File: src/source/uart_frame_pkg.sv
`default_nettype none

package uart_frame_pkg;

	//////////////////////////////////////////////////
	// Frame format
	//////////////////////////////////////////////////

	// Data bits per frame, LSB first on the line
	localparam int data_bits = 8;

	// One payload byte
	typedef logic [data_bits-1:0] data_t;

	// Data bit counter, 0 to 8
	typedef logic [3:0] bit_idx_t;

	//////////////////////////////////////////////////
	// Serial engine states
	//////////////////////////////////////////////////

	// Transmitter
	typedef enum logic [1:0] {
		tx_st_idle  = 2'd0,
		tx_st_start = 2'd1,
		tx_st_data  = 2'd2,
		tx_st_stop  = 2'd3
	} tx_state_t;

	// Receiver
	typedef enum logic [1:0] {
		rx_st_idle  = 2'd0,
		rx_st_start = 2'd1,
		rx_st_data  = 2'd2,
		rx_st_stop  = 2'd3
	} rx_state_t;

endpackage

`default_nettype wire

File: src/source/uart_baud_pkg.sv
`default_nettype none

package uart_baud_pkg;

	//////////////////////////////////////////////////
	// Baud timing
	//////////////////////////////////////////////////

	// System clocks per oversampling tick, small for short sims
	localparam int clk_per_tick = 4;

	// Oversampling ratio, ticks per bit
	localparam int ticks_per_bit = 16;

	// Divider counter and tick-in-bit counter
	typedef logic [$clog2(clk_per_tick)-1:0] tick_div_t;
	typedef logic [$clog2(ticks_per_bit)-1:0] tick_cnt_t;

	// Last divider count, tick strobe fires on wrap
	localparam tick_div_t div_last = tick_div_t'(clk_per_tick - 1);

	// Tick count at the end of a full bit and at mid bit
	localparam tick_cnt_t bit_end = tick_cnt_t'(ticks_per_bit - 1);
	localparam tick_cnt_t bit_mid = tick_cnt_t'(ticks_per_bit / 2 - 1);

endpackage

`default_nettype wire

File: src/source/uart_baud_tick.sv
`default_nettype none

module uart_baud_tick (
	input  logic clk,
	input  logic rst_n,
	output logic tick
);

	//////////////////////////////////////////////////
	// Clock divider
	//////////////////////////////////////////////////

	// Free-running count of system clocks
	uart_baud_pkg::tick_div_t div_cnt;

	always_ff @(posedge clk or negedge rst_n)
	begin
		if (!rst_n)
		begin
			div_cnt <= '0;
			tick    <= 1'b0;
		end
		else
		begin
			// Wrap at clk_per_tick
			if (div_cnt == uart_baud_pkg::div_last)
			begin
				div_cnt <= '0;
			end
			else
			begin
				div_cnt <= div_cnt + 1'b1;
			end
			// Registered strobe, one clock wide on the wrap
			tick <= (div_cnt == uart_baud_pkg::div_last);
		end
	end

endmodule

`default_nettype wire

File: src/source/uart_tx.sv
`default_nettype none

module uart_tx (
	input  logic                  clk,
	input  logic                  rst_n,
	input  logic                  tick,
	input  uart_frame_pkg::data_t tx_data,
	input  logic                  tx_start,
	output logic                  tx_busy,
	output logic                  tx
);

	//////////////////////////////////////////////////
	// State and datapath registers
	//////////////////////////////////////////////////

	uart_frame_pkg::tx_state_t state;

	// Byte being shifted out, LSB first
	uart_frame_pkg::data_t     shreg;

	// Data bits already put on the line
	uart_frame_pkg::bit_idx_t  bit_idx;

	// Ticks elapsed in the current bit
	uart_baud_pkg::tick_cnt_t  tick_cnt;

	//////////////////////////////////////////////////
	// Transmit FSM
	//////////////////////////////////////////////////

	always_ff @(posedge clk or negedge rst_n)
	begin
		if (!rst_n)
		begin
			state    <= uart_frame_pkg::tx_st_idle;
			shreg    <= '0;
			bit_idx  <= '0;
			tick_cnt <= '0;
			tx_busy  <= 1'b0;
			tx       <= 1'b1;
		end
		else
		begin
			case (state)
				uart_frame_pkg::tx_st_idle:
				begin
					// Accept only here, strobes while busy are dropped
					if (tx_start)
					begin
						shreg   <= tx_data;
						tx_busy <= 1'b1;
						state   <= uart_frame_pkg::tx_st_start;
					end
				end
				uart_frame_pkg::tx_st_start:
				begin
					if (tick)
					begin
						// Line still high, start bit goes out on this first tick
						if (tx)
						begin
							tx       <= 1'b0;
							tick_cnt <= '0;
						end
						else if (tick_cnt == uart_baud_pkg::bit_end)
						begin
							// Start bit done, first data bit
							tx       <= shreg[0];
							shreg    <= shreg >> 1;
							bit_idx  <= uart_frame_pkg::bit_idx_t'(1);
							tick_cnt <= '0;
							state    <= uart_frame_pkg::tx_st_data;
						end
						else
						begin
							tick_cnt <= tick_cnt + 1'b1;
						end
					end
				end
				uart_frame_pkg::tx_st_data:
				begin
					if (tick)
					begin
						if (tick_cnt == uart_baud_pkg::bit_end)
						begin
							tick_cnt <= '0;
							if (bit_idx == uart_frame_pkg::bit_idx_t'(uart_frame_pkg::data_bits))
							begin
								// All eight sent, stop bit
								tx    <= 1'b1;
								state <= uart_frame_pkg::tx_st_stop;
							end
							else
							begin
								tx      <= shreg[0];
								shreg   <= shreg >> 1;
								bit_idx <= bit_idx + 1'b1;
							end
						end
						else
						begin
							tick_cnt <= tick_cnt + 1'b1;
						end
					end
				end
				uart_frame_pkg::tx_st_stop:
				begin
					if (tick)
					begin
						// Busy drops on the tick that closes the stop bit
						if (tick_cnt == uart_baud_pkg::bit_end)
						begin
							tick_cnt <= '0;
							tx_busy  <= 1'b0;
							state    <= uart_frame_pkg::tx_st_idle;
						end
						else
						begin
							tick_cnt <= tick_cnt + 1'b1;
						end
					end
				end
				default:
				begin
					state <= uart_frame_pkg::tx_st_idle;
				end
			endcase
		end
	end

endmodule

`default_nettype wire

File: src/source/uart_rx.sv
`default_nettype none

module uart_rx (
	input  logic                  clk,
	input  logic                  rst_n,
	input  logic                  tick,
	input  logic                  rx,
	output uart_frame_pkg::data_t rx_data,
	output logic                  rx_valid,
	output logic                  rx_frame_err
);

	//////////////////////////////////////////////////
	// Input synchronizer
	//////////////////////////////////////////////////

	// Two flops, idle line is high
	logic rx_meta;
	logic rx_sync;

	always_ff @(posedge clk or negedge rst_n)
	begin
		if (!rst_n)
		begin
			rx_meta <= 1'b1;
			rx_sync <= 1'b1;
		end
		else
		begin
			rx_meta <= rx;
			rx_sync <= rx_meta;
		end
	end

	//////////////////////////////////////////////////
	// Receive FSM
	//////////////////////////////////////////////////

	uart_frame_pkg::rx_state_t state;

	// Assembled byte, new bits enter at the MSB
	uart_frame_pkg::data_t     shreg;

	// Data bits sampled so far
	uart_frame_pkg::bit_idx_t  bit_idx;

	// Ticks since the last sample point
	uart_baud_pkg::tick_cnt_t  tick_cnt;

	always_ff @(posedge clk or negedge rst_n)
	begin
		if (!rst_n)
		begin
			state        <= uart_frame_pkg::rx_st_idle;
			shreg        <= '0;
			bit_idx      <= '0;
			tick_cnt     <= '0;
			rx_data      <= '0;
			rx_valid     <= 1'b0;
			rx_frame_err <= 1'b0;
		end
		else
		begin
			// Strobes last one clock
			rx_valid     <= 1'b0;
			rx_frame_err <= 1'b0;
			case (state)
				uart_frame_pkg::rx_st_idle:
				begin
					// Low level, possible start bit
					if (!rx_sync)
					begin
						tick_cnt <= '0;
						bit_idx  <= '0;
						state    <= uart_frame_pkg::rx_st_start;
					end
				end
				uart_frame_pkg::rx_st_start:
				begin
					if (tick)
					begin
						// Half a bit in, re-check the line
						if (tick_cnt == uart_baud_pkg::bit_mid)
						begin
							tick_cnt <= '0;
							if (rx_sync)
							begin
								// Glitch, back to idle
								state <= uart_frame_pkg::rx_st_idle;
							end
							else
							begin
								state <= uart_frame_pkg::rx_st_data;
							end
						end
						else
						begin
							tick_cnt <= tick_cnt + 1'b1;
						end
					end
				end
				uart_frame_pkg::rx_st_data:
				begin
					if (tick)
					begin
						// Centre of a data bit, one full bit after previous sample
						if (tick_cnt == uart_baud_pkg::bit_end)
						begin
							tick_cnt <= '0;
							shreg    <= {rx_sync, shreg[uart_frame_pkg::data_bits-1:1]};
							bit_idx  <= bit_idx + 1'b1;
							if (bit_idx == uart_frame_pkg::bit_idx_t'(uart_frame_pkg::data_bits - 1))
							begin
								state <= uart_frame_pkg::rx_st_stop;
							end
						end
						else
						begin
							tick_cnt <= tick_cnt + 1'b1;
						end
					end
				end
				uart_frame_pkg::rx_st_stop:
				begin
					if (tick)
					begin
						// Stop bit sample decides valid or framing error
						if (tick_cnt == uart_baud_pkg::bit_end)
						begin
							tick_cnt <= '0;
							if (rx_sync)
							begin
								rx_data  <= shreg;
								rx_valid <= 1'b1;
							end
							else
							begin
								rx_frame_err <= 1'b1;
							end
							state <= uart_frame_pkg::rx_st_idle;
						end
						else
						begin
							tick_cnt <= tick_cnt + 1'b1;
						end
					end
				end
				default:
				begin
					state <= uart_frame_pkg::rx_st_idle;
				end
			endcase
		end
	end

endmodule

`default_nettype wire

File: src/source/uart_top.sv
`default_nettype none

module uart_top (
	input  logic                  clk,
	input  logic                  rst_n,
	// Transmit side
	input  uart_frame_pkg::data_t tx_data,
	input  logic                  tx_start,
	output logic                  tx_busy,
	output logic                  tx,
	// Receive side
	input  logic                  rx,
	output uart_frame_pkg::data_t rx_data,
	output logic                  rx_valid,
	output logic                  rx_frame_err
);

	//////////////////////////////////////////////////
	// Shared oversampling tick
	//////////////////////////////////////////////////

	logic tick;

	uart_baud_tick tick0 (
		.clk   (clk),
		.rst_n (rst_n),
		.tick  (tick)
	);

	//////////////////////////////////////////////////
	// Serial engines
	//////////////////////////////////////////////////

	uart_tx tx0 (
		.clk      (clk),
		.rst_n    (rst_n),
		.tick     (tick),
		.tx_data  (tx_data),
		.tx_start (tx_start),
		.tx_busy  (tx_busy),
		.tx       (tx)
	);

	// Line comes in from outside, loopback is closed there
	uart_rx rx0 (
		.clk          (clk),
		.rst_n        (rst_n),
		.tick         (tick),
		.rx           (rx),
		.rx_data      (rx_data),
		.rx_valid     (rx_valid),
		.rx_frame_err (rx_frame_err)
	);

endmodule

`default_nettype wire

File: config.mk
export PLATFORM = sky130hd
export DESIGN_NAME = uart_top
export DESIGN_NICKNAME = d
export VERILOG_FILES = /design/src/source/uart_frame_pkg.sv /design/src/source/uart_baud_pkg.sv /design/src/source/uart_baud_tick.sv /design/src/source/uart_tx.sv /design/src/source/uart_rx.sv /design/src/source/uart_top.sv
export SDC_FILE = /design/constraint.sdc
export NUM_CORES = 1
export LEC_CHECK = 0
export BUFFER_PORTS_ARGS = -buffer_cell sky130_fd_sc_hd__buf_4
export CORE_MARGIN = 2
export CORE_UTILIZATION = 32
export CTS_BUF_LIST = sky130_fd_sc_hd__clkbuf_4 sky130_fd_sc_hd__clkbuf_8
export CTS_CLUSTER_SIZE = 40
export DETAILED_ROUTE_END_ITERATION = 7
export GPL_TIMING_DRIVEN = 0
export SLEW_MARGIN = 20
export SYNTH_ARGS = -nofsm -noshare
export SYNTH_HDL_FRONTEND = slang
export SYNTH_SLANG_ARGS = --single-unit
File: constraint.sdc
create_clock -name clk -period 4.85 [get_ports clk]
set_input_delay 0.97 -clock clk [delete_from_list [all_inputs] [get_ports clk]]
set_output_delay 0.97 -clock clk [all_outputs]
set_load 0.02 [all_outputs]
==> metrics.cfg, run 1 <==
[status]
status=finished clean

[detailed_routing]
firstDrtPassIters=4
post-route-drc-count=0
antenna_left=0
route.detailed.vias_per_inst=4.82
vias=1755
avgRoutedWirePerCell_um=12.6
drt_iter0_markers=73
routed_wirelength_mm=4.58

[setup_path]
worstPathRequired_ns=5.05
crit_type=flop to flop
worst-endpoint-arrival_ns=2.35
crit_fanout=10
startpoint_type=flop
type_of_element_capturing_the_critical_path=flop
start_point_of_the_critical_path=tx0.state[1]$_DFFE_PN0P_
source_of_the_worst_register_to_register_timing_path=tx0.state[1]$_DFFE_PN0P_

[cts]
cts_max_level=2
clock_buffer_count_from_cts=5
cts_hold_buf=0
clock_sinks=53
cts_repair_resize_count=0
clock_tree_from_tritoncts=done
clock_pin_slew_on_the_worst_setup_and_hold_paths_ns=0.10
cts.root.buffer_cell=sky130_fd_sc_hd__clkbuf_8
cts_post_setup_buffers_inserted=0
cts_max_path_buffers=2
worst_skew_pair.late_latency_ns=0.31

[job]
max-cap-violations=0

[timing]
max_clock_freq_mhz=467
skew_ns=0.00778
fin_setup_tns_ns=0
final.period_utilization_pct=44.2
final_hold_viol_count=0
timing.final.crit_period_ns=2.14
worst_slew_pin_slew_ns=0.668
maxSlewViolCount=0
slew-limit-headroom_pct=55.5
rsz0062_at_grt=false
report.final.setup_viol=0

[power_and_ir_drop]
vdd_ir_drop_max_mv=0.166
power_frac_clock_pct=38.9
power.share.switching_pct=21.7
total_power_divided_by_cell_area_mw_per_mm2=260
power.sequential.fraction_pct=56.6
power_report.internal_total_mw=0.634
p_switching_mw=0.176
leakage_nw=1.47
share_comb_of_total_power_pct=4.5

[finish]
layout-area-overhead-vs-synth_pct=15.8
final_cells=364
layout.nets=283
insertedDiodeCount=0
final_layout_size_suffix_gt1_share_pct=30.9

[floorplan]
floorplan_row_count=33
boundaryPins=24
die_span_in_x_um=95.6
core_footprint_sq_mm=0.00818
floorplan.die_area_sq_mm=0.00914
die_height_um=95.6
initial_utilization_pct=32.9

[global_route]
grt_usage_pct=11.4
antenna_found_initial=0
total_congestion_overflow_after_global_routing=0
global_route_wire_length_before_repair_mm=8.16
first_global_vias=1725
maximum_number_of_pins_on_one_net_before_global_route_repair=54

[logic_synthesis]
synthFlopType=sky130_fd_sc_hd__dfrtp_1
ff_latch_count_synth=53
postSynthNetCount=253
ys_async_sr_fraction_pct=100
ys_types=51
count_of_flip_flops_with_a_built_in_enable_after_synthesis=0
syn-instance-count=228
synth_area_sq_mm=0.00269
mean_instance_size_in_the_synthesized_netlist_sq_um=11.8
yosys_warnings=0
synth_seq_area_share_pct=49.5

[place]
placed_cells=356
place_congestion=0.802
hpwl_dp_mm=3.20
place.port_buffers=23

[hold_path]
timing.hold.worst.start=rx0.rx_meta$_DFF_PN1_
min-delay-path-class=flop to flop

registers in the layout (all words and copies together) (netlist names), named ones only:
name,flops
rx0.rx_frame_err,1
tx0.bit_idx,4
tx0.shreg,8
rx0.state,1
rx0.rx_data,8
tx0.tx_busy,1
tx0.state,2
tx0.tick_cnt,4
rx0.rx_valid,1
rx0.rx_sync,1
tick0.div_cnt,2
rx0.shreg,8
rx0.bit_idx,4
rx0.rx_meta,1
rx0.tick_cnt,4
tick0.tick,1
tx0.tx,1
logic make-up (layout without fill, tap and decap cells):
group,count (synthesis),count (layout),share of synthesized area (%)
XOR/XNOR,3,3,0.978
AND/OR/NAND/NOR,66,66,14.4
multiplexers,36,36,15.0
adder cells (fa/ha/maj),13,13,6.06
AO/OA/AOI/OAI,40,40,11.2
buffers and inverters,17,48,2.93
flip-flops,53,53,49.5
worst paths after layout:
check,endpoint,slack [ns],cells after the start
max,tx0.shreg[1]$_DFFE_PN0P_,2.71,5
min,rx0.rx_sync$_DFF_PN1_,0.36,0
max reg2reg,tx0.shreg[1]$_DFFE_PN0P_,2.71,5
min reg2reg,rx0.rx_sync$_DFF_PN1_,0.36,0
max in group asynchronous,tx0.bit_idx[0]$_DFFE_PN0P_,3.71,1
min in group asynchronous,rx0.rx_data[4]$_DFFE_PN0P_,0.68,1
worst max-delay path: stages, from the launching register on:
cell and delay [ns]:
sky130_fd_sc_hd__dfrtp_1 0.49, sky130_fd_sc_hd__inv_1 0.13, sky130_fd_sc_hd__ha_1 0.35, sky130_fd_sc_hd__clkbuf_1 0.42, sky130_fd_sc_hd__mux2_2 0.39, sky130_fd_sc_hd__mux2_2 0.26
area by class of cell:
type	instances	area, sq um
Multi-Input combinational cell	158	1280
Clock inverter	2	37.5
Sequential cell	53	1330
Timing Repair Buffer	23	173
Clock buffer	6	82.6
Fill cell	835	5060
Tap cell	105	131
Buffer	7	41.3
Inverter	10	37.5
through the flow:
stage / area (sq um) / utilization (%) / power [mW] / hold WS [ns] / setup WS, ns
final: 3110 / 38.0 / 0.810 / 0.361 / 2.71
after floorplan: 2690 / - / 0.485 / 0.345 / 2.90
after global placement: 2990 / 36.6 / 0.504 / 0.346 / 2.70
after global routing: 3110 / 38.0 / 0.847 / 0.366 / 2.54
after CTS: 3110 / 38.0 / 0.825 / 0.362 / 2.69
after detailed placement: 2990 / 36.6 / 0.505 / 0.348 / 2.69
power by group through the flow:
stage,clock [mW],combinational [mW],sequential [mW]
after CTS,0.328,0.0382,0.458
after detailed placement,0,0.0380,0.467
after global routing,0.345,0.0422,0.460
after global placement,0,0.0373,0.467
after floorplan,0,0.0195,0.465
final,0.315,0.0367,0.458
cell usage in the layout (no fill, tap or decap), drive strengths merged, types with 3 or more instances in the layout:
cell,instances
dfstp,3
nor3b,4
inv,10
o21ai,7
nor4,3
nand3,9
buf,28
ha,13
mux2,33
o211ai,3
o22ai,3
a22o,4
a22oi,3
nand2,17
dfrtp,50
nand2b,6
nor2,14
mux2i,3
a21oi,4
o31ai,3
clkbuf,8
metal layers:
metal	part of all wire, %	wire, um	track usage, %	vias to the layer above
met5	0	0	0	-
met4	2.2	99	5.36	0
met3	1.9	86	2.13	6
met2	45	2090	17.5	17
met1	50	2310	15.7	856
li1	-	-	-	876
Yosys cell counts, drive strengths merged (2+ instances only):
cell type  number  area, sq um
nor2b           2         12.5
nor3            2         10.0
xnor2           2         17.5
nor2           14         85.1
dfstp           3         78.8
o22ai           3         18.8
a22oi           3         27.5
ha             13          163
buf             5         33.8
or3             2         12.5
nand2          17         63.8
o21ai           7         35.0
nor3b           4         30.0
dfrtp          50         1250
a21oi           4         20.0
o31ai           3         22.5
inv            10         37.5
nand3b          2         27.5
o21a            2         15.0
nor4            3         18.8
o211ai          3         36.3
clkbuf          2         7.51
nand2b          6         37.5
or2             2         15.0
nand3           9         50.1
a22o            4         35.0
mux2           33          372
o21bai          2         15.0
mux2i           3         30.0
(Power assumes the default switching activity.)
==> run 2, diff against run 1 <==
- ABC_AREA: unset -> 1
- clock period: 4.85 -> 1.82 ns (I/O delays scaled with it)
==> metrics.cfg, run 2 <==
[setup_path]
crit_type=flop to flop  ; unchanged
path_cells=inv_2 > ha_1 > buf_6 > inv_2 > nand2_1 > nand2_1 > nand2_1 > nor2_4 > nand2_4 > buf_6 > nand2_2 > o21ai_2  ; was inv_1 > ha_1 > clkbuf_1 > mux2_2 > mux2_2
cp_slowest_cell=sky130_fd_sc_hd__dfrtp_2  ; was sky130_fd_sc_hd__dfrtp_1
worstPathRequired_ns=2.03  ; was 5.05 ns
crit_fanout=10  ; unchanged
start_point_of_the_critical_path=tx0.state[0]$_DFFE_PN0P_  ; was tx0.state[1]$_DFFE_PN0P_
worst-endpoint-arrival_ns=1.90  ; was 2.35 ns
critical-path-max-stage-delay_ns=0.41  ; was 0.49 ns
worst-r2r-cell-count=12  ; was 5
crit_path_frequent_cell=sky130_fd_sc_hd__nand2_1  ; was sky130_fd_sc_hd__mux2_2
type_of_element_capturing_the_critical_path=flop  ; unchanged
source_of_the_worst_register_to_register_timing_path=tx0.state[0]$_DFFE_PN0P_  ; was tx0.state[1]$_DFFE_PN0P_
startpoint_type=flop  ; unchanged

[cts]
clock_pin_slew_on_the_worst_setup_and_hold_paths_ns=0.11  ; was 0.10 ns
clock_tree_from_tritoncts=done  ; unchanged
cts.root.buffer_cell=sky130_fd_sc_hd__clkbuf_8  ; unchanged
worst_skew_pair.late_latency_ns=0.31  ; about the same
clock_sinks=53  ; unchanged
cts_max_path_buffers=2  ; unchanged
cts_max_level=2  ; unchanged
cts_hold_buf=0  ; unchanged
clock_buffer_count_from_cts=5  ; unchanged

[logic_synthesis]
synth_area_sq_mm=0.00268  ; was 0.00269 sq mm
post-synth-top-area-fraction_pct=46.7  ; was 46.6%
ff_latch_count_synth=53  ; unchanged
postSynthNetCount=326  ; was 253
mean_instance_size_in_the_synthesized_netlist_sq_um=8.90  ; was 11.8 sq um
ys_types=32  ; was 51
synth.largest_area_cell=sky130_fd_sc_hd__dfrtp_1  ; unchanged
ys_async_sr_fraction_pct=100  ; unchanged
synth_seq_area_share_pct=49.6  ; was 49.5%
synth.area.top_cells=sky130_fd_sc_hd__dfrtp_1 47%, sky130_fd_sc_hd__nand2_1 12%, sky130_fd_sc_hd__ha_1 6.1%  ; was sky130_fd_sc_hd__dfrtp_1 47%, sky130_fd_sc_hd__mux2_2 13%, sky130_fd_sc_hd__ha_1 6.1%
synthFlopType=sky130_fd_sc_hd__dfrtp_1  ; unchanged
synth.most_common_cell=sky130_fd_sc_hd__nand2_1  ; was sky130_fd_sc_hd__dfrtp_1
yosys_warnings=0  ; unchanged
syn-instance-count=301  ; was 228
count_of_flip_flops_with_a_built_in_enable_after_synthesis=0  ; unchanged
list_of_most_frequent_post_synthesis_cells=89 x sky130_fd_sc_hd__nand2_1, 50 x sky130_fd_sc_hd__dfrtp_1, 28 x sky130_fd_sc_hd__inv_1, 20 x sky130_fd_sc_hd__o21ai_0, 17 x sky130_fd_sc_hd__nor2_1  ; was 50 x sky130_fd_sc_hd__dfrtp_1, 31 x sky130_fd_sc_hd__mux2_2, 17 x sky130_fd_sc_hd__nand2_1, 13 x sky130_fd_sc_hd__ha_1, 12 x sky130_fd_sc_hd__nor2_1

[place]
place.port_buffers=23  ; unchanged
hpwl_dp_mm=3.40  ; was 3.20 mm
place_congestion=0.862  ; was 0.802

[global_route]
antenna_found_initial=0  ; unchanged
first_global_vias=1928  ; was 1725
total_congestion_overflow_after_global_routing=0  ; unchanged
grt_usage_pct=11.5  ; was 11.4%
global_route_wire_length_before_repair_mm=8.43  ; was 8.16 mm
maximum_number_of_pins_on_one_net_before_global_route_repair=54  ; unchanged

[finish]
insertedDiodeCount=0  ; unchanged
layout.nets=361  ; was 283
layout_commonest_cell=sky130_fd_sc_hd__nand2_1  ; was sky130_fd_sc_hd__dfrtp_1
layout_top_registers=rx0.rx_data (8), rx0.shreg (8), tx0.shreg (8)  ; unchanged
finalCoreUtilization_pct=38.4  ; was 38.0%
layout-area-overhead-vs-synth_pct=17.1  ; was 15.8%
final_layout_size_suffix_gt1_share_pct=23.4  ; was 30.9%
most-common-layout-cells=88 x sky130_fd_sc_hd__nand2_1, 48 x sky130_fd_sc_hd__dfrtp_1, 29 x sky130_fd_sc_hd__buf_4  ; was 50 x sky130_fd_sc_hd__dfrtp_1, 31 x sky130_fd_sc_hd__mux2_2, 24 x sky130_fd_sc_hd__buf_4

[timing]
slew-limit-headroom_pct=56.3  ; was 55.5%
worst_slew_pin_slew_ns=0.655  ; was 0.668 ns
skew_ns=0.00963  ; was 0.00778 ns
final.period_utilization_pct=92.9  ; was 44.2%
final_hold_viol_count=0  ; unchanged
maxSlewViolCount=0  ; unchanged
timing.final.crit_period_ns=1.69  ; was 2.14 ns
max_clock_freq_mhz=591  ; was 467 MHz
report.final.setup_viol=0  ; unchanged
worst_hold_slack_ns=0.0816  ; was 0.361 ns

[detailed_routing]
firstDrtPassIters=4  ; unchanged
routed_wirelength_mm=4.76  ; was 4.58 mm
vias=2034  ; was 1755
antenna_left=0  ; unchanged
drt_iter0_markers=87  ; was 73
post-route-drc-count=0  ; unchanged
avgRoutedWirePerCell_um=10.8  ; was 12.6 um
route.detailed.vias_per_inst=4.60  ; was 4.82

[job]
max-cap-violations=0  ; unchanged

[floorplan]
initial_utilization_pct=32.8  ; was 32.9%
boundaryPins=24  ; unchanged
die_height_um=95.5  ; was 95.6 um
floorplan.die_area_sq_mm=0.00912  ; was 0.00914 sq mm
die_span_in_x_um=95.5  ; was 95.6 um
core_footprint_sq_mm=0.00818  ; unchanged
floorplan_row_count=33  ; unchanged

[power_and_ir_drop]
total_power_divided_by_cell_area_mw_per_mm2=1350  ; was 260 mW/mm^2
leakage_nw=1.57  ; was 1.47 nW
vdd_ir_drop_max_mv=0.962  ; was 0.166 mV

[status]
status=finished clean  ; unchanged

[hold_path]
min-delay-path-class=input port to async pin  ; was flop to flop

[run 2: logic make-up after synthesis]
family / Yosys count / share of synthesized area, %
and+or+nand+nor: 138 / 22.8
muxes: 7 / 2.62
DFF: 53 / 49.6
buffers and inverters: 38 / 6.12
AOI/OAI and AO/OA: 48 / 11.4
xor gates and xnor gates: 4 / 1.31
adders and majority gates: 13 / 6.07
[run 2: cell type report]
cell class                 instances  area (sq um)
buffer                             5          46.3
clock buffer                       5          68.8
clock inverter                     3          25.0
fill                             854          5040
inverter                          33           124
multi-input combinational        210          1200
sequential                        53          1330
tap                              105           131
timing repair buffer              28           210
[run 2: report_power, final]
group	total, mW	internal, mW	leakage, nW	switching, mW
Combinational	1.91	0.804	0.832	1.11
Clock	0.707	0.282	0.0452	0.425
Sequential	1.63	1.42	0.694	0.207
[run 2: worst max-delay path: cells and delay by family (launching register included)]
kind | cells | cell delay [ns]
and+or+nand+nor | 6 | 0.49
AOI/OAI and AO/OA | 1 | 0.04
buffers and inverters | 4 | 0.44
adders and majority gates | 1 | 0.20
DFF | 1 | 0.41
[run 2: metal layers]
metal  global-route usage, %  share of wire [%]  wire, um
met5                       0                  0         0
met4                    3.45                1.1        50
met3                    2.85                4.1       195
met2                    19.0                 47      2220
met1                    15.1                 48      2300
[run 2: worst paths after layout]
path	to	slack (ns)
max	tx0.shreg[6]$_DFFE_PN0P_	0.13
min	tx0.tick_cnt[1]$_DFFE_PN0P_	0.08
max reg2reg	tx0.shreg[6]$_DFFE_PN0P_	0.13
min reg2reg	rx0.rx_sync$_DFF_PN1_	0.36
max in group asynchronous	tx0.state[1]$_DFFE_PN0P_	1.28
min in group clk	rx0.rx_meta$_DFF_PN1_	0.15
[run 2: repair_timing]
item | CTS | global route
endpoints found under the setup margin | 10 | 12
buffers inserted | 0 | 5
pin swaps | 0 | 2
gates resized for setup | 3 | 6
cloned | 0 | 0
[run 2: through the flow]
stage,cells,instance area [sq um],setup TNS (ns),setup WS [ns],power (mW)
floorplan,301,2680,0,0.111,3.03
global placement,429,2980,-0.635,-0.118,3.35
detailed placement,429,2980,-0.897,-0.149,3.39
CTS,437,3080,0,0.00321,4.14
global route,442,3140,-0.00239,-0.00239,4.65
finish,442,3140,0,0.129,4.25
==> run 3, diff against run 2 <==
- CORE_ASPECT_RATIO: unset -> 0.8
==> metrics.cfg, run 3 (synthesis results as in run 2) <==
[floorplan]
core_footprint_sq_mm=0.00802  ; was 0.00818 sq mm
boundaryPins=24  ; unchanged
initial_utilization_pct=33.4  ; was 32.8%
floorplan_row_count=29  ; was 33
floorplan.die_area_sq_mm=0.00912  ; about the same
die_span_in_x_um=106  ; was 95.5 um
die_height_um=85.8  ; was 95.5 um

[power_and_ir_drop]
power.sequential.fraction_pct=37.8  ; was 38.4%
power.share.switching_pct=39.8  ; was 40.9%
fin_total_pwr_mw=4.33  ; was 4.25 mW
total_power_divided_by_cell_area_mw_per_mm2=1370  ; was 1350 mW/mm^2
power_report.internal_total_mw=2.61  ; was 2.51 mW
share_comb_of_total_power_pct=43.3  ; was 45.0%
p_switching_mw=1.72  ; was 1.74 mW
vdd_ir_drop_max_mv=0.893  ; was 0.962 mV
power_frac_clock_pct=18.9  ; was 16.6%
leakage_nw=1.58  ; was 1.57 nW

[setup_path]
cp_slowest_cell=sky130_fd_sc_hd__dfrtp_2  ; unchanged
crit_fanout=10  ; unchanged
critical-path-max-stage-delay_ns=0.41  ; about the same
crit_type=flop to flop  ; unchanged
worst-r2r-cell-count=9  ; was 12
worst-endpoint-arrival_ns=1.91  ; was 1.90 ns
startpoint_type=flop  ; unchanged
type_of_element_capturing_the_critical_path=flop  ; unchanged
path_cells=inv_1 > ha_1 > buf_4 > o21ai_0 > nor2_1 > nand2_4 > buf_8 > nand2_2 > o21ai_2  ; was inv_2 > ha_1 > buf_6 > inv_2 > nand2_1 > nand2_1 > nand2_1 > nor2_4 > nand2_4 > buf_6 > nand2_2 > o21ai_2
setup.reg_to_reg.worst_slack_ns=0.12  ; was 0.13 ns
worstPathRequired_ns=2.03  ; about the same

[place]
place_congestion=0.759  ; was 0.862
place.port_buffers=23  ; unchanged
hpwl_dp_mm=3.50  ; was 3.40 mm
placed_cells=432  ; was 429
placement.cell_area_sq_mm=0.00299  ; was 0.00298 sq mm

[timing]
skew_ns=0.00842  ; was 0.00963 ns
report.final.setup_viol=0  ; unchanged
rsz0062_at_grt=false
worst_slew_pin_slew_ns=0.670  ; was 0.655 ns
max_clock_freq_mhz=587  ; was 591 MHz
fin_setup_tns_ns=0  ; unchanged
slew-limit-headroom_pct=55.4  ; was 56.3%
final.period_utilization_pct=93.6  ; was 92.9%
timing.final.crit_period_ns=1.70  ; was 1.69 ns
maxSlewViolCount=0  ; unchanged
final_hold_viol_count=0  ; unchanged

[global_route]
antenna_found_initial=0  ; unchanged
total_congestion_overflow_after_global_routing=0  ; unchanged
first_global_vias=1892  ; was 1928
maximum_number_of_pins_on_one_net_before_global_route_repair=54  ; unchanged
grt_usage_pct=12.0  ; was 11.5%
global_route_wire_length_before_repair_mm=8.76  ; was 8.43 mm

[finish]
layout.nets=360  ; was 361
layout-area-overhead-vs-synth_pct=17.7  ; was 17.1%
layout_top_registers=rx0.rx_data (8), rx0.shreg (8), tx0.shreg (8)  ; unchanged
final_cells=444  ; was 442
layout_commonest_cell=sky130_fd_sc_hd__nand2_1  ; unchanged
finalCoreUtilization_pct=39.3  ; was 38.4%
most-common-layout-cells=88 x sky130_fd_sc_hd__nand2_1, 48 x sky130_fd_sc_hd__dfrtp_1, 29 x sky130_fd_sc_hd__buf_4  ; unchanged
final_layout_size_suffix_gt1_share_pct=22.9  ; was 23.4%
stdcell_area_sq_mm=0.00315  ; was 0.00314 sq mm
insertedDiodeCount=0  ; unchanged

[cts]
worst_skew_pair.late_latency_ns=0.31  ; about the same
clock_tree_from_tritoncts=done  ; unchanged
cts_max_level=2  ; unchanged
cts_max_path_buffers=2  ; unchanged
clock_sinks=53  ; unchanged
clock_pin_slew_on_the_worst_setup_and_hold_paths_ns=0.09  ; was 0.11 ns
cts_hold_buf=0  ; unchanged
cts.root.buffer_cell=sky130_fd_sc_hd__clkbuf_8  ; unchanged
clock_buffer_count_from_cts=5  ; unchanged

[detailed_routing]
vias=2004  ; was 2034
post-route-drc-count=0  ; unchanged
antenna_left=0  ; unchanged
avgRoutedWirePerCell_um=11.0  ; was 10.8 um
drt_iter0_markers=104  ; was 87
route.detailed.vias_per_inst=4.51  ; was 4.60
routed_wirelength_mm=4.88  ; was 4.76 mm
firstDrtPassIters=4  ; unchanged

[job]
max-cap-violations=0  ; unchanged

[status]
status=finished clean  ; unchanged

[hold_path]
min-delay-path-class=input port to async pin  ; unchanged

==> run 3: cell types whose count changed in the layout (fill, tap and decap cells not counted), sizes merged <==
cell and change:
clkinv +1, bufinv +1, inv -2, buf -1
==> run 3: final cells by class <==
| cell class | count | area, sq um |
|---|---|---|
| plain buffers | 5 | 46.3 |
| clock buffers | 5 | 68.8 |
| clock inverters | 3 | 46.3 |
| fillers | 820 | 4870 |
| inverters | 33 | 124 |
| multi-input cells | 210 | 1200 |
| flip-flops and latches | 53 | 1330 |
| well taps | 108 | 135 |
| repair buffers | 27 | 203 |
==> run 3: timing repair <==
action,4_1_cts,5_1_grt
setup endpoints to repair,9,11
hold endpoints to repair,0,0
setup buffers,2,2
pin swaps,0,1
gates resized for setup,3,5
==> run 3: worst max-delay path, delay by kind of cell (launching register included) <==
family | cells | cell delay (ns)
flops | 1 | 0.41
buf+inv | 3 | 0.44
simple gates | 3 | 0.34
fa+ha+maj | 1 | 0.27
compound gates | 2 | 0.13
==> run 3: layer usage <==
layer	wire, um	part of all wire, %	GRT usage (%)
met2	2050	42	17.6
met1	2560	53	17.2
met3	190	3.9	2.96
met5	0	0	0
met4	82	1.7	4.31
==> run 3: metrics by stage <==
step	hold WS [ns]	worst slack, ns
detailed placement	0.347	-0.144
finish	0.0769	0.117
CTS	0.110	0.0234
global placement	0.346	-0.125
global route	0.122	0.00290
floorplan	0.0684	0.111
==> run 3: power groups by stage <==
stage	registers [mW]	clock network (mW)	logic [mW]
after floorplan	1.64	0	1.39
after global placement	1.66	0	1.70
after detailed placement	1.68	0	1.74
after CTS	1.64	0.846	1.81
after global routing	1.68	0.907	2.15
final	1.64	0.815	1.87
==> run 3: final timing paths <==
path / startpoint / endpoint
min in group clk: rx / rx0.rx_meta$_DFF_PN1_
setup / recovery: tx0.state[1]$_DFFE_PN0P_ / tx0.shreg[6]$_DFFE_PN0P_
hold reg to reg: rx0.rx_meta$_DFF_PN1_ / rx0.rx_sync$_DFF_PN1_
max in group asynchronous: rst_n / tx0.state[0]$_DFFE_PN0P_
hold / removal: rst_n / tx0.shreg[6]$_DFFE_PN0P_
setup reg to reg: tx0.state[1]$_DFFE_PN0P_ / tx0.shreg[6]$_DFFE_PN0P_
